===== src/hdl/cpuPkg.sv =====
// Shared types for the single-cycle core; opcode and condition numbering is fixed by the ISA
`default_nettype none

package cpuPkg;

  ////////////////////////////////////////
  // Sizes
  ////////////////////////////////////////
  localparam int DataWidth = 16;  // Data word
  localparam int AddrWidth = 16;  // Byte address
  localparam int RegCount  = 16;  // Architectural registers
  localparam int ImemDepth = 256; // Program words
  localparam int DmemDepth = 256; // Data words

  // Opcode in instr[15:12]
  typedef enum logic [3:0] {
    OpAdd = 4'h0, OpSub = 4'h1, OpXor = 4'h2, OpAnd = 4'h3,
    OpSll = 4'h4, OpSra = 4'h5, OpRor = 4'h6, OpOr  = 4'h7,
    OpLw  = 4'h8, OpSw  = 4'h9, OpLlb = 4'hA, OpLhb = 4'hB,
    OpB   = 4'hC, OpBr  = 4'hD, OpPcs = 4'hE, OpHlt = 4'hF
  } opcodeE;

  // Branch condition in instr[11:9]
  typedef enum logic [2:0] {
    CondNe = 3'd0, // Z=0
    CondEq = 3'd1, // Z=1
    CondGt = 3'd2, // Z=0 and N=0
    CondLt = 3'd3, // N=1
    CondGe = 3'd4, // Z=1, or Z=0 and N=0
    CondLe = 3'd5, // N=1 or Z=1
    CondOv = 3'd6, // V=1
    CondAl = 3'd7  // Unconditional
  } condE;

  ////////////////////////////////////////
  // Structs
  ////////////////////////////////////////
  typedef struct packed {
    logic       aluSrc;    // Second operand from immediate
    logic       memToReg;  // Write back memory data
    logic       regWrite;  // Register write
    logic       regSrc;    // Source 1 comes from the destination field
    logic       memEnable; // Memory access, picks the offset extension
    logic       memWrite;  // Store
    logic       branch;    // B or BR
    logic       branchReg; // BR target from register
    logic       halt;
    logic       pcs;       // Write back PC plus 2
    logic [3:0] aluOp;     // Same codes as the opcodes
    logic       zEn;       // Z update
    logic       nvEn;      // N and V update
  } ctrlT;

  typedef struct packed {
    logic z;
    logic n;
    logic v;
  } flagsT;

  typedef struct packed {
    logic                 valid; // One cycle per register write
    logic [3:0]           dst;
    logic [DataWidth-1:0] data;
  } wbT;

  typedef struct packed {
    logic                 valid;
    logic [7:0]           addr;  // Word index
    logic [DataWidth-1:0] data;
  } imemLoadT;

endpackage

`default_nettype wire


===== src/hdl/registerFile.sv =====
// Flop-based register file, register 0 reads zero; reads see the array, so a write shows up next cycle
`timescale 1ns/10ps
`default_nettype none

module registerFile (
  input  wire logic                         clk,
  input  wire logic                         rst,
  input  wire logic [3:0]                   rdAddr1,
  input  wire logic [3:0]                   rdAddr2,
  input  wire logic                         wrEn,
  input  wire logic [3:0]                   wrAddr,
  input  wire logic [cpuPkg::DataWidth-1:0] wrData,
  output logic      [cpuPkg::DataWidth-1:0] rdData1,
  output logic      [cpuPkg::DataWidth-1:0] rdData2
);
  import cpuPkg::*;

  logic [DataWidth-1:0] regs [RegCount];

  always_ff @(posedge clk) begin
    if (rst) begin
      for (int i = 0; i < RegCount; i++) begin
        regs[i] <= '0;
      end
    end else if (wrEn && (wrAddr != 4'd0)) begin // R0 stays zero
      regs[wrAddr] <= wrData;
    end
  end

  // Written value lands at the edge, so the next instruction reads it
  assign rdData1 = regs[rdAddr1];
  assign rdData2 = regs[rdAddr2];

endmodule

`default_nettype wire


===== config.mk =====
export PLATFORM = sky130hd
export DESIGN_NAME = registerFile
export DESIGN_NICKNAME = d
export VERILOG_FILES = /design/src/hdl/cpuPkg.sv /design/src/hdl/registerFile.sv
export SDC_FILE = /design/constraint.sdc
export NUM_CORES = 1
export LEC_CHECK = 0
export BUFFER_PORTS_ARGS = -buffer_cell sky130_fd_sc_hd__buf_2
export CAP_MARGIN = 10
export CELL_PAD_IN_SITES_DETAIL_PLACEMENT = 1
export CELL_PAD_IN_SITES_GLOBAL_PLACEMENT = 1
export CORE_MARGIN = 10
export CORE_UTILIZATION = 40
export CTS_CLUSTER_SIZE = 14
export DETAILED_ROUTE_END_ITERATION = 8
export GPL_TIMING_DRIVEN = 0
export HOLD_SLACK_MARGIN = 0.05
export PLACE_DENSITY = 0.72
export SYNTH_ARGS = -nofsm -noshare
export SYNTH_HDL_FRONTEND = slang
export SYNTH_SLANG_ARGS = --single-unit
export TNS_END_PERCENT = 30

===== constraint.sdc =====
create_clock -name clk -period 2.1 [get_ports clk]
set_clock_uncertainty 0.1 [all_clocks]
set_input_delay 0.105 -clock clk [delete_from_list [all_inputs] [get_ports clk]]
set_output_delay 0.105 -clock clk [all_outputs]
set_load 0.02 [all_outputs]

## Word-level counts from Yosys, hierarchy flattened

Memories as Yosys holds them, arrays and structs flattened.
Cells that the tools add are included.

- Reductions and logical operators: 3
- Mux-type cells: 8

Operators with widths:

| operator | number |
|---|---|
| two-way mux 16 bit | 1 |
| OR reduction 16 bit | 1 |
| two-way mux 1 bit | 6 |
| two-way mux 4 bit | 1 |
| nonzero test 4 bit | 1 |
| logical AND 1 bit | 1 |

- Bits in registers: 0
- Memories: 1
- Bits of input ports: 31
- Memory bits (writable): 256

Memories:

| name | depth | bits a word | read ports | clocked after Yosys merged registers in | wr ports | RTL line | source |
|---|---|---|---|---|---|---|---|
| regs | 16 | 16 | 2 | 0 | 16 | registerFile.sv:18 | `logic [DataWidth-1:0] regs [RegCount];` |

## Depth between registers and ports, before layout

- Depth in word-level cells: 7
- Gate-level depth with buffers: 5
- Depth with buffers taken out: 3

## Worst setup path after synthesis

OpenSTA, ideal clock, no wires.

- Path type: in2out
- From: input port rdAddr1[0]
- To: output port rdData1[10] (netlist bit)
- Cell stages on the path: 5
- Data arrival time: 1.479 ns
- Path slack: 0.416 ns
- Required time: 1.895 ns
- Buffers on the path: 2
- Cell sequence: buf_2 buf_2 mux4_2 a22oi_1 nand2_1

- Cells in the longest elaborated chain, start to end: 1

RTL lines:

| element | RTL line | source |
|---|---|---|
| from (decl) | registerFile.sv:8 | `input wire logic [3:0] rdAddr1,` |
| memory read (16 x 16 bit) | - |  |
| to (decl) | registerFile.sv:13 | `output logic [cpuPkg::DataWidth-1:0] rdData1,` |

No other way between the ends.

==> impl_metrics.toml <==
[clock_tree]
cts_setup_buffers = 0
clock-sinks = 256
numCtsBuffers = 29
path_clk_slew_ps = 60
cts_tree = "built"
h-tree-depth = 1
clockBufferDepth = 3
cts_root_buffer = "clkbuf_16"

[yosys]
synthFlopType = "edfxtp_1"
synthDistinctLibCells = 18
ys.warnings.count = 0
synth_area_leaders = "edfxtp_1 58%, mux4_2 22%, and2_1 11%, a22oi_1 3.6%, clkbuf_1 1.6%"
synth_area_um2 = 13300
synthTopCellsByCount = "256 x edfxtp_1, 242 x and2_1, 128 x mux4_2, 64 x a22oi_1, 55 x clkbuf_1"
synthArstFlopShare_pct = 0
synth_most_common_cell = "edfxtp_1"
yosysSeqAreaShare_pct = 57.9
synth_area_per_cell_um2 = 15.8
synth_top_area_share_pct = 57.9
synth_seq_cells = 256
synthCells = 842
yosys.area.top_type = "edfxtp_1"
synth_edf_count = 256

[job]
max-cap-violations = 0

[floorplan]
dieArea_um2 = 40900
start_util_pct = 40.7
ioPinCount = 63
die_h_um = 202
rows = 66
core_area_um2 = 32600
die-width_um = 202

[power]
power.density_cell_area_nw_per_um2 = 818
p_leak_nw = 5.41
peakVddDrop_uv = 579

[sta]
fin_tns_setup_ps = -1390
setup_ws_ps = -105
setup_viol = 28
max_freq_ghz = 0.454
layout_min_cycle_time_ps = 2200
worst_pin_slew_ps = 899
rsz0062_at_grt = "yes"
final-hold-violation-count = 0
relSlewSlack_pct = 39.8
final-max-slew-violation-count = 0
whs_ps = 70.1
period_share_pct = 105

[worst_setup_path]
path_class = "flip-flop to output port"
path_depth = 4
crit_chain = "mux4_2, a22oi_2, nand2_2, buf_6"
path_buf_inv = 1
crit_arrival_ps = 2000
worstSetupEndpointType = "output port"
crit_fanout = 2
cpMaxStageDelayCell = "mux4_2"
worst_path_largest_cell_delay_ps = 500
setup.worst_path.start_class = "flip-flop"
cp_data_required_time_ps = 1890
cpLargestDelayFamily = "multiplexers"

[route]
initialDrtViolationCount = 591
first_pass_iters = 5
viasPerCell = 5.72
drt_wl_total_um = 39600
drc_errors = 0
num_vias = 8148
detail-route-antenna-nets = 0
wl_per_cell_um = 27.8

[global_route]
grt_pass1_vias = 8969
grtUsageTotal_pct = 19.0
grt_max_degree = 17
grt_pass1_wl_um = 58100
antenna_found_initial = 0
grt_remaining_overflow = 0

[finish]
largestRegisters = "regs x256"
area_delta_synth_final_pct = 18.0
drive_gt1_share_pct = 34.6
largest_reg_flops = 256
regMostFlops = "regs"
nets = 994
antenna_cells = 0
fin_util_pct = 48.1

[place]
numPortBuffers = 58
gp_congestion = 0.807
hpwl_um = 27700

[min_path]
hold_end = "regs[8][4]$_SDFFCE_PN0P_"
hold_class = "primary input to flip-flop"
hold_start = "wrAddr[1]"
worstHoldPathCells = 3

[outcome]
status = "finished, violations left"
violations = "negative setup slack"
[how the worst max path moves through the flow]
stage | start | to | slack, ps
6_report | regs[0][3]$_SDFFCE_PN0P_ | rdData1[3] | -100
5_1_grt | regs[10][8]$_SDFFCE_PN0P_ | rdData1[8] | -150
4_1_cts | regs[2][5]$_SDFFCE_PN0P_ | rdData2[5] | -130
3_5_place_dp | rst | regs[4][8]$_SDFFCE_PN0P_ | -450
3_3_place_gp | rst | regs[4][9]$_SDFFCE_PN0P_ | -410
2_1_floorplan | rdAddr1[0] | rdData1[10] | 420
[placed cells by master (no fill, tap or decap)]
master,count
bufinv_16,4
or4b_4,1
or2_2,15
clkbuf_2,15
nand2_2,12
buf_1,1
clkbuf_16,29
nand4b_1,1
nand2_1,21
nor3_2,3
edfxtp_1,256
mux4_2,128
buf_4,11
conb_1,16
and2_1,242
nor2_4,3
nor2_1,10
nand4bb_1,2
buf_8,1
nor2b_1,4
buf_6,15
nor2_2,1
clkbuf_1,42
clkinv_2,6
dlygate4sd3_1,16
a22oi_1,20
a22oi_2,44
buf_2,51
clkbuf_4,1
clkinv_1,10
nand2b_1,2
[cells by family (layout without fill, tap and decap cells)]
logic type | after synthesis | count (layout) | share of synthesized area, %
flip-flops | 256 | 256 | 57.9
multiplexers | 128 | 128 | 21.7
other | 1 | 16 | 0.0282
AND/OR/NAND/NOR | 317 | 317 | 14.4
AO/OA/AOI/OAI | 64 | 64 | 3.62
buffers and inverters | 76 | 202 | 2.33
[stage by stage]
| step | power (W) | setup WS [ps] | instance area (µm²) | instances |
|---|---|---|---|---|
| 2_1_floorplan | 0.00710 | 416 | 13300 | 857 |
| 3_3_place_gp | 0.00765 | -408 | 14200 | 1357 |
| 3_5_place_dp | 0.00771 | -451 | 14200 | 1358 |
| 4_1_cts | 0.0128 | -128 | 15500 | 1425 |
| 5_1_grt | 0.0132 | -148 | 15700 | 1425 |
| 6_report | 0.0128 | -105 | 15700 | 1425 |
[layout make-up]
type / count / area (µm²)
multi-input cells: 525 / 5600
flip-flops and latches: 256 / 7690
plain buffers: 76 / 359
fillers: 3195 / 16900
clock buffers: 31 / 733
well taps: 442 / 553
clock inverters: 20 / 188
repair buffers: 75 / 559
[repair_timing]
item	4_1_cts	5_1_grt
hold buffers	16	0
endpoints found under the setup margin	32	32
resized for setup	75	47
pin swaps	32	13
endpoints found under the hold margin	80	0
[worst min-delay path: stages]
cell	delay, ps
buf_2	150
nor3_2	120
and2_1	170
[power by group]
| group | internal (W) | total (W) | switching (W) | leakage [nW] |
|---|---|---|---|---|
| combinational | 0.000745 | 0.00171 | 0.000967 | 2.51 |
| clock | 0.00298 | 0.00503 | 0.00205 | 0.455 |
| sequential | 0.00593 | 0.00608 | 0.000146 | 2.45 |
[per-layer routing]
layer / vias up / part of all wire (%) / global-route usage (%)
li1: 3498 / - / -
met1: 4316 / 41 / 24.1
met2: 266 / 51 / 33.2
met3: 68 / 4.4 / 2.77
met4: 0 / 3.1 / 5.68
met5: - / 0 / 0
Power figures use the tool's default switching activity.
