File: src/hdl/cpuPkg.sv
// Shared types for the single-cycle core; opcode and condition numbering is fixed by the ISA
`default_nettype none

package cpuPkg;

  ////////////////////////////////////////
  // Sizes
  ////////////////////////////////////////
  localparam int DataWidth = 16;  // Data word
  localparam int AddrWidth = 16;  // Byte address
  localparam int RegCount  = 16;  // Architectural registers
  localparam int ImemDepth = 256; // Program words
  localparam int DmemDepth = 256; // Data words

  // Opcode in instr[15:12]
  typedef enum logic [3:0] {
    OpAdd = 4'h0, OpSub = 4'h1, OpXor = 4'h2, OpAnd = 4'h3,
    OpSll = 4'h4, OpSra = 4'h5, OpRor = 4'h6, OpOr  = 4'h7,
    OpLw  = 4'h8, OpSw  = 4'h9, OpLlb = 4'hA, OpLhb = 4'hB,
    OpB   = 4'hC, OpBr  = 4'hD, OpPcs = 4'hE, OpHlt = 4'hF
  } opcodeE;

  // Branch condition in instr[11:9]
  typedef enum logic [2:0] {
    CondNe = 3'd0, // Z=0
    CondEq = 3'd1, // Z=1
    CondGt = 3'd2, // Z=0 and N=0
    CondLt = 3'd3, // N=1
    CondGe = 3'd4, // Z=1, or Z=0 and N=0
    CondLe = 3'd5, // N=1 or Z=1
    CondOv = 3'd6, // V=1
    CondAl = 3'd7  // Unconditional
  } condE;

  ////////////////////////////////////////
  // Structs
  ////////////////////////////////////////
  typedef struct packed {
    logic       aluSrc;    // Second operand from immediate
    logic       memToReg;  // Write back memory data
    logic       regWrite;  // Register write
    logic       regSrc;    // Source 1 comes from the destination field
    logic       memEnable; // Memory access, picks the offset extension
    logic       memWrite;  // Store
    logic       branch;    // B or BR
    logic       branchReg; // BR target from register
    logic       halt;
    logic       pcs;       // Write back PC plus 2
    logic [3:0] aluOp;     // Same codes as the opcodes
    logic       zEn;       // Z update
    logic       nvEn;      // N and V update
  } ctrlT;

  typedef struct packed {
    logic z;
    logic n;
    logic v;
  } flagsT;

  typedef struct packed {
    logic                 valid; // One cycle per register write
    logic [3:0]           dst;
    logic [DataWidth-1:0] data;
  } wbT;

  typedef struct packed {
    logic                 valid;
    logic [7:0]           addr;  // Word index
    logic [DataWidth-1:0] data;
  } imemLoadT;

endpackage

`default_nettype wire

File: src/hdl/alu.sv
// Combinational ALU; add/sub wrap, V is signed overflow of add/sub only, shifts use b[3:0]
`timescale 1ns/10ps
`default_nettype none

module alu (
  input  wire logic [cpuPkg::DataWidth-1:0] a,
  input  wire logic [cpuPkg::DataWidth-1:0] b,
  input  wire logic [3:0]                   op,
  output logic      [cpuPkg::DataWidth-1:0] result,
  output cpuPkg::flagsT                     flags
);
  import cpuPkg::*;

  logic [DataWidth-1:0]   sum;     // a + b, wrapped
  logic [DataWidth-1:0]   diff;    // a - b, wrapped
  logic [2*DataWidth-1:0] rotWide; // Doubled word for the rotate
  logic [3:0]             shamt;
  logic                   addOv;
  logic                   subOv;

  assign shamt   = b[3:0];
  assign sum     = a + b;
  assign diff    = a - b;
  assign rotWide = {a, a} >> shamt;

  // Same-sign inputs with a flipped result sign
  assign addOv = (a[DataWidth-1] == b[DataWidth-1]) && (sum[DataWidth-1] != a[DataWidth-1]);
  // Opposite-sign inputs, result sign differs from a
  assign subOv = (a[DataWidth-1] != b[DataWidth-1]) && (diff[DataWidth-1] != a[DataWidth-1]);

  always_comb begin
    unique case (opcodeE'(op))
      OpAdd:   result = sum;
      OpSub:   result = diff;
      OpXor:   result = a ^ b;
      OpAnd:   result = a & b;
      OpOr:    result = a | b;
      OpSll:   result = a << shamt;
      OpSra:   result = $signed(a) >>> shamt; // Keeps the sign
      OpRor:   result = rotWide[DataWidth-1:0];
      OpLlb:   result = {a[DataWidth-1:8], b[7:0]}; // Low byte replaced
      OpLhb:   result = {b[7:0], a[7:0]};           // High byte replaced
      default: result = '0;
    endcase
  end

  ////////////////////////////////////////
  // Candidate flags, latched by branchUnit
  ////////////////////////////////////////
  always_comb begin
    flags.z = (result == '0);
    flags.n = result[DataWidth-1];
    unique case (opcodeE'(op))
      OpAdd:   flags.v = addOv;
      OpSub:   flags.v = subOv;
      default: flags.v = 1'b0; // Never latched outside add/sub
    endcase
  end

endmodule

`default_nettype wire

File: config.mk
export PLATFORM = sky130hd
export DESIGN_NAME = alu
export DESIGN_NICKNAME = d
export VERILOG_FILES = /design/src/hdl/cpuPkg.sv /design/src/hdl/alu.sv
export SDC_FILE = /design/constraint.sdc
export NUM_CORES = 1
export LEC_CHECK = 0
export ABC_AREA = 1
export BUFFER_PORTS_ARGS = -buffer_cell sky130_fd_sc_hd__buf_2
export CORE_MARGIN = 2
export CORE_UTILIZATION = 60
export DETAILED_ROUTE_END_ITERATION = 8
export PLACE_DENSITY_LB_ADDON = 0.15
export SYNTH_ARGS = -nofsm -noshare
export SYNTH_HDL_FRONTEND = slang
export SYNTH_SLANG_ARGS = --single-unit
File: constraint.sdc
create_clock -name vclk -period 6.73
set_input_delay 1.346 -clock vclk [all_inputs]
set_output_delay 1.346 -clock vclk [all_outputs]
set_load 0.02 [all_outputs]
# After elaboration in Yosys (flattened, before gate mapping)
# Index checks and enable logic that the tools add are counted.
[word_totals]
elab_cells = 27
in_bits = 36
regBits = 0
[classes]
n_addsub = 2
n_reduce_logical = 4
muxes = 2
n_bitwise = 3
n_eq_ne = 13
shift = 3
[op_table]
columns = ["operator", "count"]
rows = [
  ["$pmux 16 s10", 1],
  ["$shr 32x4->16", 1],
  ["$add 16x16->16", 1],
  ["$and 16x16->16", 1],
  ["$eq 4x3->1 const B", 4],
  ["$logic_not 16->1", 1],
  ["$or 16x16->16", 1],
  ["$shl 16x4->16", 1],
  ["$sshr 16x4->16", 1],
  ["$sub 16x16->16", 1],
  ["$xor 16x16->16", 1],
  ["$eq 4x2->1 const B", 2],
  ["$eq 4x4->1 const B", 2],
  ["$eq 4x1->1 const B", 1],
  ["$logic_not 4->1", 1],
  ["$ne 1x1->1", 3],
  ["$logic_and 1x1->1", 2],
  ["$pmux 1 s2", 1],
  ["$eq 1x1->1", 1],
]

# Longest topological paths before layout
[depth]
ltp_word = 4
ltp_mapped = 20
mapped_depth_nobuf = 17

# Worst setup path after synthesis
# No wires, ideal clock.
[synth_path]
path_kind = "in2out"
startpoint = "input b[3] (netlist name)"
endpoint = "output flags[2] (netlist name)"
path_slack_ps = 1605
arrival_time_ps = 3779
required_ps = 5384
path_stages = 17
cell_sequence = "buf_2 clkinv_1 clkbuf_1 ha_1 buf_2 nor2_1 nand2_1 nand3b_1 nand2_1 nand2_1 nand2_1 nand2_1 nand3_1 nand3_1 nor2_1 nand3_1 nor2_1"
[synth_rtl]
columns = ["item", "line", "rtl"]
rows = [
  ["start, declared", "alu.sv:7", "input wire logic [cpuPkg::DataWidth-1:0] b,"],
  ["end, declared", "alu.sv:10", "output cpuPkg::flagsT flags"],
]

==> reports/qor.csv <==
stage;metric;value;unit
global_routing;vias in the first global route;5626;
worst_setup_path;Max stage delay on crit path;0.51;ns
place;port buffer count;55;
place;Placer Congestion;1.120;
clocking;CTS Hold Bufs;0;
layout;Seq cells;0;
timing;Worst Hold Slack;3.246;ns
worst_setup_path;Critical path buffers and inverters;5;
layout;Seq. cell area;0;um^2
global_routing;most used routing layer;met1;
timing;sum of negative setup slack;0;ns
synth;Yosys cell types;32;
pwr;Logic pwr share;100.0;%
pwr;P per Cell Area;80.70;nW/um^2
layout;Post-Layout Cell Count;1172;
worst_setup_path;Crit. End Element;primary output;
place;Placed Cells;1172;
timing;Worst slew margin;45.80;%
worst_setup_path;Slowest cell on crit path;ha_1;
timing;fmax;0.1850;GHz
floorplan;FP Rows;33;
floorplan;Starting Density;60.99;%
drt;via/cell ratio;5.883;
synth;synthesized area per cell;4.720;um^2
status;outcome;finished clean;
synth;Syn Nets;1140;
timing;Worst-Margin Slew;0.8099;ns
layout;multi-input combinational cell area;4233;um^2
pwr;Net Sw Power;0.2955;mW
timing;Hold Vio Cnt, Final;0;
pwr;Final Power;0.4176;mW
layout;share of layout cells above drive strength 1;6.654;%
clocking;setup repair bufs after CTS;0;
floorplan;die area;9012;um^2
global_routing;met2 Usage GRT;60.17;%
pwr;Sequential Power Share;0;%
layout;antenna fix cells;0;
worst_hold_path;min-delay src;a[15];
synth;Synth top area share;29.36;%
synth;Seq/Total Area, Yosys;0;%
global_routing;M1 GR Usage;61.33;%
layout;NumNets Final;1158;
global_routing;met3 Resource Use GR;10.06;%
pwr;P_int;0.1221;mW
worst_setup_path;Worst setup SP type;input pin;
floorplan;I/O pins;55;
worst_setup_path;WP data required;5.38;ns
worst_hold_path;Hold Path Class;input pin to primary output;
worst_setup_path;Setup CP Type;input pin to primary output;
drt;number of DRC markers in iteration 0;1002;
floorplan;Core Area;8134;um^2
timing;RSZ-0062 raised after global routing;false;
pwr;maximum VDD drop;0.04417;mV
worst_setup_path;critical path launch point;b[3];
pwr;share of total power in the clock network;0;%
drt;drt wl/cell;16.07;um
layout;area delta synth->final;4.313;%
synth;Syn. warnings;0;
drt;Pre-antenna DRT Iters;8;
pwr;Leakage Power;3.189;nW
global_routing;GR Util All Layers;41.55;%
layout;Fill cells;937;
layout;Final Core Density;63.62;%
timing;crit share post-route;80.31;%
worst_setup_path;most used cell, CP;nand2_1;
timing;minimum clock period;5.405;ns
pwr;Net Sw Frac;70.76;%
clocking;Post-CTS Resized;0;
drt;antenna-violating nets left;0;
drt;DR DRC count;0;
global_routing;grt ovf;0;
global_routing;first-pass GRT wire length;28920;um
global_routing;antenna violations before repair;0;
worst_setup_path;delay-heaviest family, CP;simple AND/OR/NAND/NOR gates;
global_routing;largest net degree at the start of global routing;36;
floorplan;die height;94.93;um
synth;Synth area leaders;nand2_1 29%, nand3_1 23%, ha_1 13%;
place;DP Wirelength;15180;um
drt;final wirelength;18830;um
run;Max-Cap Viols;0;
synth;Synth Cell Area;4961;um^2
synth;largest area contributor in the netlist;nand2_1;
worst_setup_path;CP Cell Sequence;buf_2 > clkinv_1 > buf_4 > ha_1 > nand2_1 > nand2_1 > inv_1 > nand2_1 > nand2_1 > nand3_1 > nand3_1 > nor2_1 > nand3_1 > nor2_1 > nand2_1 > nor2_1 > nand2_1 > nor2_1 > buf_2;
timing;Final Setup Violations;0;
timing;Slew Viols, Final;0;
drt;DR vias;6895;
floorplan;Die X;94.93;um
worst_setup_path;Arrival @ worst endpoint;4.06;ns
synth;Mapped Cells;1051;
worst_setup_path;worst-path fanout max;28;
layout;CLK BUF;0;
-- power by group through the flow --
stage	Sequential [mW]	Clock, mW	Combinational, mW
after detailed placement	0	0	0.400
final	0	0	0.418
after global routing	0	0	0.461
after global placement	0	0	0.398
after CTS	0	0	0.401
after floorplan	0	0	0.287
-- kinds of logic after synthesis --
family,after synthesis,share of synthesized area [%]
xor+xnor,1,0.1766
buf+inv,174,14.68
fa+ha+maj,53,13.67
simple gates,761,64.67
compound gates,62,6.810
-- tightest hold or removal path: stages --
cell	delay, ns
buf_2	0.20
nor2_1	0.13
o41ai_1	0.07
buf_2	0.15
-- cell usage in the layout, fill, tap and decap left out, types with 5 or more instances in the layout --
cell type / synthesis / layout
o21ai_0: 20 / 20
nor2_1: 122 / 122
buf_4: 2 / 7
a21oi_1: 31 / 31
inv_1: 122 / 122
ha_1: 51 / 51
nand3_1: 225 / 225
o211ai_1: 5 / 5
nand2_1: 388 / 388
buf_2: 28 / 55
nand4_1: 10 / 10
-- Yosys cell counts --
library cell	count
a21oi_1	31
o211ai_1	5
o41ai_1	1
inv_1	122
clkbuf_1	10
inv_4	1
or2_0	2
and3_1	1
nor2_1	122
nor2_4	1
nand3_1	225
nand2_2	1
inv_2	3
or2_2	3
buf_6	4
buf_2	28
nand3b_1	3
buf_1	2
fa_1	2
or2_1	1
o21ai_0	20
xor2_1	1
a21boi_0	1
nand2_1	388
o22ai_1	1
nor3_1	3
buf_4	2
clkinv_1	2
o21bai_1	3
ha_1	51
and2_1	1
nand4_1	10
-- area by class of cell --
cell class | instances | share of cell area, %
repair buffers | 62 | 6.335
well taps | 105 | 2.539
multi-input cells | 877 | 81.79
inverters | 128 | 9.333
-- worst paths after layout --
path | end | depth (start not counted)
worst min-delay path | flags[0] | 4
worst max-delay path | flags[2] | 19
-- metrics by stage --
step | instance area [um^2] | worst slack (ns)
after global routing | 5175 | 1.026
after floorplan | 4961 | 1.605
after detailed placement | 5175 | 1.423
final | 5175 | 1.325
after global placement | 5175 | 1.449
after CTS | 5175 | 1.415
-- layer usage --
metal / part of all wire, % / vias to the layer above
met4: 2.8 / 0
met5: 0 / -
met3: 16 / 42
met2: 40 / 488
met1: 42 / 2997
li1: - / 3368
No activity file was read; power rests on OpenSTA's default activity.
