`config.mk`:
```
export PLATFORM = sky130hd
export DESIGN_NAME = instMemory
export DESIGN_NICKNAME = d
export VERILOG_FILES = /design/src/hdl/cpuPkg.sv /design/src/hdl/instMemory.sv
export SDC_FILE = /design/constraint.sdc
export NUM_CORES = 2
export LEC_CHECK = 0
export ABC_AREA = 1
export BUFFER_PORTS_ARGS = -buffer_cell sky130_fd_sc_hd__buf_4
export CAP_MARGIN = 5
export CORE_ASPECT_RATIO = 0.7
export CORE_UTILIZATION = 57
export CTS_CLUSTER_SIZE = 12
export DETAILED_ROUTE_END_ITERATION = 7
export HOLD_SLACK_MARGIN = 0.1
export PLACE_DENSITY_LB_ADDON = 0.05
export SLEW_MARGIN = 20
export SYNTH_ARGS = -nofsm -noshare
export SYNTH_HDL_FRONTEND = slang
export SYNTH_SLANG_ARGS = --single-unit
```
`constraint.sdc`:
```
create_clock -name clk -period 2.75 [get_ports clk]
set_input_delay 0.4125 -clock clk [delete_from_list [all_inputs] [get_ports clk]]
set_output_delay 0.4125 -clock clk [all_outputs]
set_load 0.01 [all_outputs]
```
`src/hdl/cpuPkg.sv`:
```
// Shared types for the single-cycle core; opcode and condition numbering is fixed by the ISA
`default_nettype none

package cpuPkg;

  ////////////////////////////////////////
  // Sizes
  ////////////////////////////////////////
  localparam int DataWidth = 16;  // Data word
  localparam int AddrWidth = 16;  // Byte address
  localparam int RegCount  = 16;  // Architectural registers
  localparam int ImemDepth = 256; // Program words
  localparam int DmemDepth = 256; // Data words

  // Opcode in instr[15:12]
  typedef enum logic [3:0] {
    OpAdd = 4'h0, OpSub = 4'h1, OpXor = 4'h2, OpAnd = 4'h3,
    OpSll = 4'h4, OpSra = 4'h5, OpRor = 4'h6, OpOr  = 4'h7,
    OpLw  = 4'h8, OpSw  = 4'h9, OpLlb = 4'hA, OpLhb = 4'hB,
    OpB   = 4'hC, OpBr  = 4'hD, OpPcs = 4'hE, OpHlt = 4'hF
  } opcodeE;

  // Branch condition in instr[11:9]
  typedef enum logic [2:0] {
    CondNe = 3'd0, // Z=0
    CondEq = 3'd1, // Z=1
    CondGt = 3'd2, // Z=0 and N=0
    CondLt = 3'd3, // N=1
    CondGe = 3'd4, // Z=1, or Z=0 and N=0
    CondLe = 3'd5, // N=1 or Z=1
    CondOv = 3'd6, // V=1
    CondAl = 3'd7  // Unconditional
  } condE;

  ////////////////////////////////////////
  // Structs
  ////////////////////////////////////////
  typedef struct packed {
    logic       aluSrc;    // Second operand from immediate
    logic       memToReg;  // Write back memory data
    logic       regWrite;  // Register write
    logic       regSrc;    // Source 1 comes from the destination field
    logic       memEnable; // Memory access, picks the offset extension
    logic       memWrite;  // Store
    logic       branch;    // B or BR
    logic       branchReg; // BR target from register
    logic       halt;
    logic       pcs;       // Write back PC plus 2
    logic [3:0] aluOp;     // Same codes as the opcodes
    logic       zEn;       // Z update
    logic       nvEn;      // N and V update
  } ctrlT;

  typedef struct packed {
    logic z;
    logic n;
    logic v;
  } flagsT;

  typedef struct packed {
    logic                 valid; // One cycle per register write
    logic [3:0]           dst;
    logic [DataWidth-1:0] data;
  } wbT;

  typedef struct packed {
    logic                 valid;
    logic [7:0]           addr;  // Word index
    logic [DataWidth-1:0] data;
  } imemLoadT;

endpackage

`default_nettype wire

```
`src/hdl/instMemory.sv`:
```
// Program store, loaded only through the load port while the core sits in reset; no init file
`timescale 1ns/10ps
`default_nettype none

module instMemory (
  input  wire logic                                 clk,
  input  wire cpuPkg::imemLoadT                     load,
  input  wire logic [$clog2(cpuPkg::ImemDepth)-1:0] addr,
  output logic      [cpuPkg::DataWidth-1:0]         instr
);
  import cpuPkg::*;

  logic [DataWidth-1:0] mem [ImemDepth]; // Word array, contents undefined until loaded

  always_ff @(posedge clk) begin
    if (load.valid) begin
      mem[load.addr] <= load.data; // Program load
    end
  end

  assign instr = mem[addr]; // Fetch is combinational

endmodule

`default_nettype wire

```
### Word-level counts from Yosys, hierarchy flattened

Memory sizes are Yosys's and may differ from the RTL's.
Index checks and enable logic that the tools add are counted.
W data, S select, Z words.

| storage, ports and cells | value |
|---|---|
| flip-flop bits (word level) | 0 |
| latch bits | 0 |
| memory bits (writable) | 4,096 |
| bits in read-only memories | 0 |
| input bits | 34 |
| output and inout bits | 16 |
| word-level logic and storage cells | 3 |
| memories | 1 |

Memory list:

| memory | words | width | rd ports | clocked after memory_dff | write ports | line | text |
|---|---|---|---|---|---|---|---|
| mem | 256 | 16 | 1 | 0 | 1 | instMemory.sv:13 | `logic [DataWidth-1:0] mem [ImemDepth];` |

| cells by class | value |
|---|---|
| $add $sub $neg | 0 |
| multipliers | 0 |
| divide/modulo/power cells | 0 |
| magnitude comparators | 0 |
| equality and inequality tests | 0 |
| shifts and indexed selects | 0 |
| mux-type cells | 2 |
| bitwise gates (word level) | 0 |
| reductions and logical operators | 0 |

Operators with widths:

| cell | count |
|---|---|
| $mux W1 | 2 |

### Logic depth before layout (Yosys ltp)

| depth | value |
|---|---|
| word-level depth | 2 |
| gate-level depth with buffers | 15 |
| gate-level depth less buffers | 11 |

### Worst setup path after synthesis

Ideal clock, no wire load.

| timing | value |
|---|---|
| path type | input to register |
| from | input port load[24] in the netlist's numbering |
| to | memory mem[162][0] (enable) |
| library setup time | 0.388 ns |
| data arrival time | 1.865 ns |
| data required time | 2.362 ns |
| slack | 0.497 ns |
| cell stages on the path | 4 |
| buffers on the path | 2 |
| cells stage by stage | clkbuf_1 nand3_1 clkbuf_1 nor2_1 |

| between the ends | value |
|---|---|
| longest elaborated chain between the ends | 2 |

RTL lines:

| item | line | text |
|---|---|---|
| start, declared | instMemory.sv:7 | `input wire cpuPkg::imemLoadT load,` |
| $mux W1 | instMemory.sv:16 | `if (load.valid) begin` |
| $mux W1 (implied by the code) | instMemory.sv:17 | `mem[load.addr] <= load.data;` |
| end, declared | instMemory.sv:13 |  |

No other way between the ends.

### Final worst setup path

| timing | value |
|---|---|
| from | input port addr[1] in the netlist's numbering |
| to | output port instr[11] in the netlist's numbering |

| between the ends | value |
|---|---|
| longest elaborated chain between the ends | 1 |

RTL lines:

| item | line | text |
|---|---|---|
| start, declared | instMemory.sv:8 | `input wire logic [$clog2(cpuPkg::ImemDepth)-1:0] addr,` |
| $mem_v2 Z256 W16 | n/a |  |
| end, declared | instMemory.sv:9 | `output logic [cpuPkg::DataWidth-1:0] instr` |

No other way between the ends.

==> impl_results.md <==
* Largest register FFs at 4096
* DRC violation total after the first TritonRoute iteration at 18100
* Portion of total power attributed to the clock network at 0.380
* Critical Path Source Type: input pin
* Final worst path period share at 1.15
* Mux cell area share after synthesis at 0
* Yosys warnings at 0
* Dominant combinational cell family by area after synthesis: simple AND/OR/NAND/NOR gates
* Net switching share of the total power at 0.234
* Upper clock frequency limit at 0.315 GHz
* Hold path startpoint: load[24]
* Die span in y at 453 microns
* Syn-to-layout area delta at 20.3%
* Number of rows created at floorplan at 165
* Internal power of the cells at 99.3 mW
* Regs by FF count: mem (4096)
* Vias after detailed routing at 116000
* Power density of the placed cells at 651 mW/mm^2
* Worst hold stages at 3
* Input/output buffers at 49
* Cell taking the most area after synthesis: sky130_fd_sc_hd__edfxtp_1
* Portion of total power attributed to sequential cells at 0.531
* Clock-pin slew on the worst setup and hold paths at 60 ps
* Area taken by multi-input logic gates at 0.0429 sq mm
* Xor/xnor cell area share of the yosys netlist at 0
* Initial Util at 0.573
* Net switching power at 30.3 mW
* Unique masters post-synth at 14
* Violated checks: setup timing
* Top-Level Pins at 50
* Setup-violating endpoint count in the final report at 16
* Clock tree from TritonCTS: built
* Slew margin rel. at 0.315
* Post-synthesis simple-gate area fraction at 0.224
* Post-DR vias/cell at 6.28
* Compound-gate portion of the synthesized area at 0
* Critical path start-end classification: input pin to primary output
* Part of the total power dissipated in combinational logic at 0.089
* Largest register by flop count: mem
* Net count of the mapped netlist at 13600
* Wire length reported by the detailed router at 537000 microns
* Register Area at 0.123 sq mm
* Core utilization of the finished layout at 0.689
* Total half-perimeter wirelength after legalization and detailed placement at 326000 microns
* Area of placed instances at 0.179 sq mm
* Net count of the finished layout at 14600
* Measured slew at the worst slew-check pin at 1030 ps
* Largest cells by area after synthesis: sky130_fd_sc_hd__edfxtp_1 (74%), sky130_fd_sc_hd__nand3_1 (12%), sky130_fd_sc_hd__nand2_1 (9.6%)
* Area enclosed by the die boundary at 0.292 sq mm
* Cell at the root of the clock tree: sky130_fd_sc_hd__clkbuf_16
* CP endpoint kind: primary output
* Overall fraction of global-route tracks in use at 0.354
* Worst hold slack at 262 ps
* Gate count of the mapped netlist at 13600
* Die width at 646 microns
* Number of global-route vias before repair at 107000
* Minimum setup slack after placement at -1320 ps
* Arrival time of data at the critical path endpoint at 2760 ps
* Peak supply drop at 0.752 mV
* Arithmetic-cell share of the synthesized area counting full adders, half adders and majority gates at 0
* Post-Synthesis Cell Area at 0.165 sq mm
* Final hold violation count at 0
* Share of synthesized area occupied by flip-flops and latches at 0.744
* Global-route wire length before repair at 750000 microns
* Clock buffer count from CTS at 400
* WP data required at 2340 ps
* Number of storage elements in the synthesis netlist at 4096
* Maximum number of pins on one net before global-route repair at 95
* Deepest clock path buffer count at 4
* Max-capacitance violation count at 0
* Total power draw at 130 mW
* DR DRC count at 0
* Highest fanout seen on the critical path at 19
* Pleak at 71.1 nW
* Share of cells above drive strength 1 at 0.190
* WL per Instance at 29.0 microns
* Detailed-router iteration count before antenna repair at 8
* Status: complete, but fails checks
* Total gr overflow at 0
* Yosys top cell area share at 0.744
* Average cell area after synthesis at 12.2 sq um
* RSZ-0062 raised after global routing: true
* Clock Sinks at 4096
* Post-route cell area at 0.199 sq mm
* CTS H-Tree Depth at 5
* DRT antenna net count at 0
* Post-route minimum period at 3180 ps
* Worst Slack Setup Final at -426 ps
* Core area at 0.289 sq mm
* Final slew viol count at 0
* Antenna violations before repair at 19
* Worst min-delay path category: input pin to register
* Last weighted congestion value of the routability-driven placer at 1.00
* Worst Hold Path EP: mem[141][0]
* Filler instances at 20000
==> layer usage <==
| layer | vias to the layer above | share of wire | track usage |
|---|---|---|---|
| met1 | 57200 | 0.40 | 0.533 |
| met2 | 7840 | 0.43 | 0.505 |
| met5 | - | 0.000039 | 0 |
| met4 | 4 | 0.035 | 0.115 |
| met3 | 949 | 0.14 | 0.0919 |
| li1 | 50400 | - | - |
==> logic make-up (layout without fill, tap and decap cells) <==
| family | count (synthesis) | in the layout |
|---|---|---|
| simple gates | 8529 | 8529 |
| flops | 4096 | 4096 |
| buf+inv | 976 | 2069 |
| other cells | 0 | 4 |
==> cell usage after synthesis (all sizes together) <==
cell type	count
nand2	4211
edfxtp	4096
nand3	4035
buf	783
nor2	283
clkbuf	154
inv	39
==> area by class of cell <==
type                       count  share of cell area
sequential                  4096               0.618
multi-input combinational   8529               0.216
timing repair buffer        1462              0.0852
clock buffer                 496              0.0532
tap                         3841              0.0242
clock inverter                68             0.00186
inverter                      39             0.00110
timing repair inverter         4            0.000377
antenna                        4           0.0000503
==> cells in the final DEF, fill, tap and decap left out, types with 37 or more instances in the layout <==
cell                        netlist  routed
sky130_fd_sc_hd__buf_12           1     282
sky130_fd_sc_hd__buf_16           0      40
sky130_fd_sc_hd__buf_4          163     925
sky130_fd_sc_hd__buf_6           53     116
sky130_fd_sc_hd__clkbuf_1       154      86
sky130_fd_sc_hd__clkbuf_16        0     457
sky130_fd_sc_hd__clkinv_1         0      46
sky130_fd_sc_hd__edfxtp_1      4096    4096
sky130_fd_sc_hd__nand2_1       4211    4109
sky130_fd_sc_hd__nand2_2          0      70
sky130_fd_sc_hd__nand3_1       4035    3275
sky130_fd_sc_hd__nand3_2          0     566
sky130_fd_sc_hd__nand3_4          0     194
sky130_fd_sc_hd__nor2_1         283     245
sky130_fd_sc_hd__nor2_2           0      37
==> worst max-delay path, cell delays in order <==
cell and delay [ps]:
sky130_fd_sc_hd__buf_16 190, sky130_fd_sc_hd__clkinv_16 160, sky130_fd_sc_hd__buf_4 210, sky130_fd_sc_hd__buf_12 160, sky130_fd_sc_hd__buf_4 170, sky130_fd_sc_hd__nand3_1 80, sky130_fd_sc_hd__nand3_1 130, sky130_fd_sc_hd__nand3_1 190
sky130_fd_sc_hd__nand3_1 160, sky130_fd_sc_hd__nand3_1 170, sky130_fd_sc_hd__nand3_4 170, sky130_fd_sc_hd__nand2_8 140, sky130_fd_sc_hd__nand2_8 80, sky130_fd_sc_hd__nand2_2 130, sky130_fd_sc_hd__buf_4 120
==> worst max-delay path by stage <==
stage                    start           to  slack, ps  depth (start not counted)
CTS                 mem[22][0]     instr[0]       -590                         12
finish                 addr[1]    instr[11]       -430                         15
floorplan             load[24]  mem[162][0]        500                          4
global placement       addr[0]    instr[10]      -1320                         15
global route           addr[0]    instr[13]       -460                         18
detailed placement     addr[0]    instr[10]      -1320                         15
==> power by group through the flow <==
stage	combinational (mW)	clock [mW]	sequential (mW)
after floorplan	4.29	0	70.2
after global placement	9.40	0	70.1
after detailed placement	9.53	0	70.2
after CTS	9.96	49.4	68.8
after global routing	12.0	51.6	68.8
final	11.5	49.2	68.8
==> repair_timing <==
item | 4_1_cts | 5_1_grt
cloned | 10 | 51
pin swaps | 4 | 255
hold endpoints to repair | 664 | 0
gates resized for setup | 283 | 1017
endpoints found under the setup margin | 16 | 16
buffers inserted | 13 | 53
hold buffers | 16 | 0
==> per-stage QoR <==
stage / instances / TNS, ps
floorplan: 13600 / 0
finish: 18500 / -5980
detailed placement: 17800 / -14090
global placement: 17800 / -14140
global route: 18500 / -6540
CTS: 18400 / -8720
(Power assumes the default switching activity.)
