`config.mk`:
```
export PLATFORM = sky130hd
export DESIGN_NAME = controlUnit
export DESIGN_NICKNAME = d
export VERILOG_FILES = /design/src/hdl/cpuPkg.sv /design/src/hdl/controlUnit.sv
export SDC_FILE = /design/constraint.sdc
export NUM_CORES = 1
export LEC_CHECK = 0
export BUFFER_PORTS_ARGS = -buffer_cell sky130_fd_sc_hd__buf_2
export CAP_MARGIN = 40
export CORE_AREA = 5 5 42 44
export DETAILED_ROUTE_END_ITERATION = 10
export DIE_AREA = 0 0 47 49
export SYNTH_ARGS = -nofsm -noshare
export SYNTH_HDL_FRONTEND = slang
export SYNTH_SLANG_ARGS = --single-unit
```
`constraint.sdc`:
```
create_clock -name vclk -period 0.8
set_input_delay 0.04 -clock vclk [all_inputs]
set_output_delay 0.04 -clock vclk [all_outputs]
set_load 0.005 [all_outputs]
```
`src/hdl/cpuPkg.sv`:
```
// Shared types for the single-cycle core; opcode and condition numbering is fixed by the ISA
`default_nettype none

package cpuPkg;

  ////////////////////////////////////////
  // Sizes
  ////////////////////////////////////////
  localparam int DataWidth = 16;  // Data word
  localparam int AddrWidth = 16;  // Byte address
  localparam int RegCount  = 16;  // Architectural registers
  localparam int ImemDepth = 256; // Program words
  localparam int DmemDepth = 256; // Data words

  // Opcode in instr[15:12]
  typedef enum logic [3:0] {
    OpAdd = 4'h0, OpSub = 4'h1, OpXor = 4'h2, OpAnd = 4'h3,
    OpSll = 4'h4, OpSra = 4'h5, OpRor = 4'h6, OpOr  = 4'h7,
    OpLw  = 4'h8, OpSw  = 4'h9, OpLlb = 4'hA, OpLhb = 4'hB,
    OpB   = 4'hC, OpBr  = 4'hD, OpPcs = 4'hE, OpHlt = 4'hF
  } opcodeE;

  // Branch condition in instr[11:9]
  typedef enum logic [2:0] {
    CondNe = 3'd0, // Z=0
    CondEq = 3'd1, // Z=1
    CondGt = 3'd2, // Z=0 and N=0
    CondLt = 3'd3, // N=1
    CondGe = 3'd4, // Z=1, or Z=0 and N=0
    CondLe = 3'd5, // N=1 or Z=1
    CondOv = 3'd6, // V=1
    CondAl = 3'd7  // Unconditional
  } condE;

  ////////////////////////////////////////
  // Structs
  ////////////////////////////////////////
  typedef struct packed {
    logic       aluSrc;    // Second operand from immediate
    logic       memToReg;  // Write back memory data
    logic       regWrite;  // Register write
    logic       regSrc;    // Source 1 comes from the destination field
    logic       memEnable; // Memory access, picks the offset extension
    logic       memWrite;  // Store
    logic       branch;    // B or BR
    logic       branchReg; // BR target from register
    logic       halt;
    logic       pcs;       // Write back PC plus 2
    logic [3:0] aluOp;     // Same codes as the opcodes
    logic       zEn;       // Z update
    logic       nvEn;      // N and V update
  } ctrlT;

  typedef struct packed {
    logic z;
    logic n;
    logic v;
  } flagsT;

  typedef struct packed {
    logic                 valid; // One cycle per register write
    logic [3:0]           dst;
    logic [DataWidth-1:0] data;
  } wbT;

  typedef struct packed {
    logic                 valid;
    logic [7:0]           addr;  // Word index
    logic [DataWidth-1:0] data;
  } imemLoadT;

endpackage

`default_nettype wire

```
`src/hdl/controlUnit.sv`:
```
// Pure decode table; no state, every opcode has a defined control set
`timescale 1ns/10ps
`default_nettype none

module controlUnit (
  input  wire cpuPkg::opcodeE opcode,
  output cpuPkg::ctrlT        ctrl
);
  import cpuPkg::*;

  always_comb begin
    ctrl = '0; // Nothing enabled by default
    unique case (opcode)
      OpAdd, OpSub, OpXor, OpAnd, OpOr: begin // Register-register ALU ops
        ctrl.regWrite = 1'b1;
        ctrl.aluOp    = opcode;
        ctrl.zEn      = 1'b1;
        ctrl.nvEn     = (opcode == OpAdd) || (opcode == OpSub); // Only add/sub touch N and V
      end
      OpSll, OpSra, OpRor: begin // Shift amount is the 4-bit immediate
        ctrl.regWrite = 1'b1;
        ctrl.aluSrc   = 1'b1;
        ctrl.aluOp    = opcode;
        ctrl.zEn      = 1'b1;
      end
      OpLw: begin
        ctrl.aluSrc    = 1'b1;
        ctrl.memEnable = 1'b1;
        ctrl.memToReg  = 1'b1;
        ctrl.regWrite  = 1'b1;
        ctrl.aluOp     = OpAdd; // Base plus offset
      end
      OpSw: begin
        ctrl.aluSrc    = 1'b1;
        ctrl.memEnable = 1'b1;
        ctrl.memWrite  = 1'b1;
        ctrl.aluOp     = OpAdd;
      end
      OpLlb, OpLhb: begin // Read-modify-write of rd with the byte immediate
        ctrl.aluSrc   = 1'b1;
        ctrl.regSrc   = 1'b1;
        ctrl.regWrite = 1'b1;
        ctrl.aluOp    = opcode; // Byte-merge codes
      end
      OpB: ctrl.branch = 1'b1;
      OpBr: begin
        ctrl.branch    = 1'b1;
        ctrl.branchReg = 1'b1;
      end
      OpPcs: begin
        ctrl.regWrite = 1'b1;
        ctrl.pcs      = 1'b1;
      end
      OpHlt: ctrl.halt = 1'b1;
      default: ctrl = '0;
    endcase
  end

endmodule

`default_nettype wire

```
; ---- Word level (Yosys, flattened, before mapping)
; Cells that the tools add are included.
[word_totals]
regBits = 0
elab_cells = 38
[op_classes]
mux = 13
n_eq_ne = 15
n_reduce_logical = 10
[ops]
columns = operator, n
row1 = $eq 4x4->1 const B, 8
row2 = $eq 4x3->1 const B, 4
row3 = $mux 1, 12
row4 = $reduce_or 12->1, 1
row5 = $reduce_or 10->1, 1
row6 = $eq 4x2->1 const B, 2
row7 = $reduce_or 8->1, 1
row8 = $reduce_or 7->1, 1
row9 = $reduce_or 2->1, 3
row10 = $reduce_or 5->1, 1
row11 = $eq 4x1->1 const B, 1
row12 = $logic_not 4->1, 1
row13 = $mux 4, 1
row14 = $logic_or 1x1->1, 1

; ---- Longest topological paths before layout
; Gate-level depths: netlist of the first run.
[logic_depth]
depth_word = 3
depth_mapped = 3
depth_no_buf = 2

; ---- Worst setup path before layout of the first run
; Ideal clock, no wire load.
[synth_path]
path_type = input to output
startpoint = input opcode[3]
endpoint = output ctrl[10] in the netlist's numbering
slack_ns = 0.236
t_required_ns = 0.760
path_buffers = 1
arrival_ns = 0.524
stages = 3
cell_sequence = buf_4 > nor3b_4 > and2_1
[synth_lines]
columns = element, line_no
row1 = "start, declared", controlUnit.sv:6  ; input wire cpuPkg::opcodeE opcode,
row2 = "end, declared", controlUnit.sv:7  ; output cpuPkg::ctrlT ctrl

==> results.sh, run 1 <==
export IMPL_timing_critical_path_from="opcode[3]"
export IMPL_yosysSeqAreaShare_pct=0
export IMPL_grt_max_degree=12
export IMPL_gp_congestion=0.602
export IMPL_io_pins=20
export IMPL_hold_path_class="input port to primary output"
export IMPL_grt_pass1_vias=190
export IMPL_multiInputGateArea_um2=138
export IMPL_fin_crit_ns=0.728
export IMPL_rows=14
export IMPL_holdWs_ns=0.386
export IMPL_route_detailed_drc=0
export IMPL_seqCellArea_um2=0
export IMPL_avgViaCountPerCell=3.93
export IMPL_cts_setup_buffers=0
export IMPL_utilization_pct=18.9
export IMPL_arrival_ns=0.69
export IMPL_intPower_uw=55.6
export IMPL_synth_distinct_cells=15
export IMPL_fin_crit_sh_pct=91.0
export IMPL_gr_usage_all_layers_pct=4.42
export IMPL_ys_top_cells_by_area="and2_1, nor3b_4, buf_4"
export IMPL_status="complete, no violations"
export IMPL_seq_cell_count=0
export IMPL_leakagePower_nw=0.162
export IMPL_clkbuf_count=0
export IMPL_clkPwrFrac_pct=0
export IMPL_p_comb_share_pct=100.0
export IMPL_hold_path_startpoint="opcode[0]"
export IMPL_vdd_drop_max_mv=0.0984
export IMPL_path_class="input port to primary output"
export IMPL_die_w_um=47
export IMPL_startpoint_type="input port"
export IMPL_crit_fanout=9
export IMPL_cts_resized=0
export IMPL_fin_setup_tns_ns=0
export IMPL_switching_share_pct=52.2
export IMPL_area_growth_pct=57.0
export IMPL_fin_ws_ns=0.0720
export IMPL_nFillCells=166
export IMPL_finalHoldViolations=0
export IMPL_wire_per_inst_um=9.10
export IMPL_vias=236
export IMPL_critPathCaptureType="primary output"
export IMPL_totalWireLength_um=546
export IMPL_ant_nets=0
export IMPL_max_cap_violations=0
export IMPL_antenna_found_initial=0
export IMPL_die_h_um=49
export IMPL_ys_top_cells_by_count="and2_1, nor2_1"
export IMPL_rsz0062_at_grt="no"
export IMPL_slew_headroom_pct=86.9
export IMPL_seqPwrFrac_pct=0
export IMPL_synth_top_area_share_pct=18.5
export IMPL_slew_viol_final=0
export IMPL_dr_pass1_iters=3
export IMPL_synthCells=27
export IMPL_drive_above_1_share_pct=52.3
export IMPL_cts_hold_buf=0
export IMPL_grt_pass1_wl_um=841
export IMPL_coreArea_mm2=0.00140
export IMPL_start_util_pct=12.1
export IMPL_tightest_slew_ns=0.197
export IMPL_power_switching_uw=60.7
export IMPL_design_die_area_mm2=0.00230
export IMPL_yosysTopAreaCell="and2_1"
export IMPL_avgSynthCellArea_um2=6.26
export IMPL_synth_nets=31
export IMPL_antenna_cells=0
export IMPL_syn_cell_area_um2=169
export IMPL_portBuffers=20
export IMPL_overflow=0
export IMPL_dp_slack_ns=0.0684
export IMPL_yosysWarnings=0
export IMPL_power_density_mw_per_mm2=438
export IMPL_drtIter0Drc=1
export IMPL_yosysMostFrequentCell="and2_1"
export IMPL_num_nets_final=50
export IMPL_clock_fmax_mhz=1370
export IMPL_finalSetupViolCount=0
export IMPL_cp_required_ns=0.76
[placed cells by master, fill, tap and decap left out]
master    netlist  layout
inv_1           2       2
o31a_1          1       1
nor3_1          2       2
a21oi_1         1       1
nor3b_4         1       1
nand2_1         2       2
nor2b_2         1       2
nand3_1         2       2
nand2b_1        1       1
nor2_1          4       4
buf_2           0      20
a21o_1          1       1
and2_1          5       5
[worst max-delay path, stage by stage]
cell	delay (ns)
buf_2	0.17
inv_1	0.07
o31a_1	0.28
buf_2	0.12
[logic make-up (layout without fill, tap and decap cells)]
logic type	Yosys count	after routing	share of synthesized area, %
buffers and inverters	5	22	20.0
and+or+nand+nor	19	19	67.4
AOI/OAI and AO/OA	3	3	12.6
[power groups by stage]
stage	clock, mW	combinational (mW)	sequential, mW
2_1_floorplan	0	0.0740	0
3_3_place_gp	0	0.115	0
3_5_place_dp	0	0.118	0
4_1_cts	0	0.119	0
5_1_grt	0	0.133	0
6_report	0	0.116	0
[through the flow]
stage	instances	total power, mW	area, um2
after global placement	60	0.115	263
after floorplan	27	0.0740	169
after detailed placement	60	0.118	263
final	60	0.116	265
after CTS	60	0.119	263
after global routing	60	0.133	265
[final timing paths]
kind,endpoint,depth (start not counted)
max,ctrl[13],4
min,ctrl[6],3
[final cells by class]
class / instances / area share, %
repair buffers: 20 / 37.7
well taps: 16 / 7.55
inverters: 2 / 2.83
multi-input cells: 22 / 51.9
[metal layers]
metal / up-vias / part of all wire (%) / wire length, um / global-route usage (%)
met1: 97 / 45 / 244 / 7.39
met4: 0 / 0 / 0 / 0
li1: 119 / - / - / -
met2: 20 / 35 / 190 / 6.33
met5: - / 0 / 0 / 0
met3: 0 / 20 / 111 / 0.369
Note: power is estimated with default switching activity, not from simulation.
==> inputs of run 2 (changes only) <==
--- a/config.mk
+++ b/config.mk
@@ -7,9 +7,9 @@
 export LEC_CHECK = 0
 export BUFFER_PORTS_ARGS = -buffer_cell sky130_fd_sc_hd__buf_2
 export CAP_MARGIN = 40
-export CORE_AREA = 5 5 42 44
+export CORE_AREA = 2 2 39 41
 export DETAILED_ROUTE_END_ITERATION = 10
-export DIE_AREA = 0 0 47 49
+export DIE_AREA = 0 0 41 43
 export SYNTH_ARGS = -nofsm -noshare
 export SYNTH_HDL_FRONTEND = slang
 export SYNTH_SLANG_ARGS = --single-unit
==> results.sh, run 2 (synthesis results as in run 1) <==
export IMPL_clock_fmax_mhz=1430
export IMPL_fin_setup_tns_ns=0
export IMPL_io_pins=20
export IMPL_vias=217
export IMPL_fin_crit_sh_pct=87.6
export IMPL_rsz0062_at_grt="no"
export IMPL_avgViaCountPerCell=3.62
export IMPL_vdd_drop_max_mv=0.117
export IMPL_finalPower_uw=116
export IMPL_final_common_cell="buf_2"
export IMPL_grt_pass1_wl_um=696
export IMPL_dr_pass1_iters=3
export IMPL_crit_fanout=9
export IMPL_dp_hpwl_um=389
export IMPL_die_w_um=41
export IMPL_drive_above_1_share_pct=50.0
export IMPL_final_cell_mix="buf_2, and2_1, nor2_1"
export IMPL_die_h_um=43
export IMPL_clkbuf_count=0
export IMPL_wire_per_inst_um=8.03
export IMPL_start_util_pct=12.2
export IMPL_slew_viol_final=0
export IMPL_timing_critical_path_from="opcode[3]"
export IMPL_portBuffers=20
export IMPL_gr_usage_all_layers_pct=5.29
export IMPL_path_class="input port to primary output"
export IMPL_seqCellArea_um2=0
export IMPL_antenna_cells=0
export IMPL_area_growth_pct=57.0
export IMPL_leakagePower_nw=0.161
export IMPL_antenna_found_initial=0
export IMPL_design_die_area_mm2=0.00176
export IMPL_grt_pass1_vias=136
export IMPL_hold_path_class="input port to primary output"
export IMPL_slew_headroom_pct=86.7
export IMPL_startpoint_type="input port"
export IMPL_ant_nets=0
export IMPL_rows=14
export IMPL_critPathCaptureType="primary output"
export IMPL_finalSetupViolCount=0
export IMPL_arrival_ns=0.66
export IMPL_route_detailed_drc=0
export IMPL_tightest_slew_ns=0.200
export IMPL_coreArea_mm2=0.00138
export IMPL_seq_cell_count=0
export IMPL_cts_hold_buf=0
export IMPL_drtIter0Drc=2
export IMPL_status="complete, no violations"
export IMPL_overflow=0
export IMPL_cts_setup_buffers=0
export IMPL_hold_path_startpoint="opcode[0]"
export IMPL_nFillCells=152
export IMPL_cp_required_ns=0.76
export IMPL_max_cap_violations=0
export IMPL_fin_crit_ns=0.701
export IMPL_power_density_mw_per_mm2=436
export IMPL_gp_congestion=0.564
export IMPL_grt_max_degree=12
export IMPL_finalHoldViolations=0
export IMPL_num_nets_final=50
export IMPL_totalWireLength_um=482
run 2: cell count changes in the layout (fill, tap and decap cells not counted), sizes merged:
| cell | delta |
|---|---|
| clkbuf | +1 |
| buf | -1 |
run 2: where the power goes:
part	total [mW]	internal [mW]	switching (mW)
logic	0.116	0.0560	0.0596
clock network	0	0	0
registers	0	0	0
total	0.116	0.0560	0.0596
run 2: final cells by class:
class                      count  area, um2  area share, %
multi-input combinational     22        135           50.9
inverter                       2       7.51           2.83
timing repair buffer          20        103           38.7
tap                           16       20.0           7.55
run 2: timing repair:
action                                  in CTS  in global routing
hold endpoints to repair                     0                  0
endpoints found under the setup margin       0                  2
gates resized for setup                      0                  1
run 2: worst max-delay path: stages:
cell      delay (ns)
clkbuf_4        0.16
inv_1           0.06
o31a_1          0.28
buf_2           0.12
run 2: path summary, 6_finish.rpt:
check	to	cells past startpoint
max	ctrl[13]	4
min	ctrl[6]	3
run 2: layer usage:
metal	up-vias	GRT usage [%]	wire, um
li1	119	-	-
met1	84	9.18	233
met2	14	7.19	187
met3	0	0.524	61
met4	0	0	0
met5	-	0	0
run 2: through the flow:
step | instances | setup WS [ns] | area [um2] | utilization [%] | hold WS (ns)
CTS | 60 | 0.0795 | 263 | 19.0 | 0.385
detailed placement | 60 | 0.0806 | 263 | 19.0 | 0.386
floorplan | 27 | 0.236 | 169 | - | 0.104
global route | 60 | 0.0123 | 265 | 19.2 | 0.409
finish | 60 | 0.0992 | 265 | 19.2 | 0.387
global placement | 60 | 0.0926 | 263 | 19.0 | 0.382
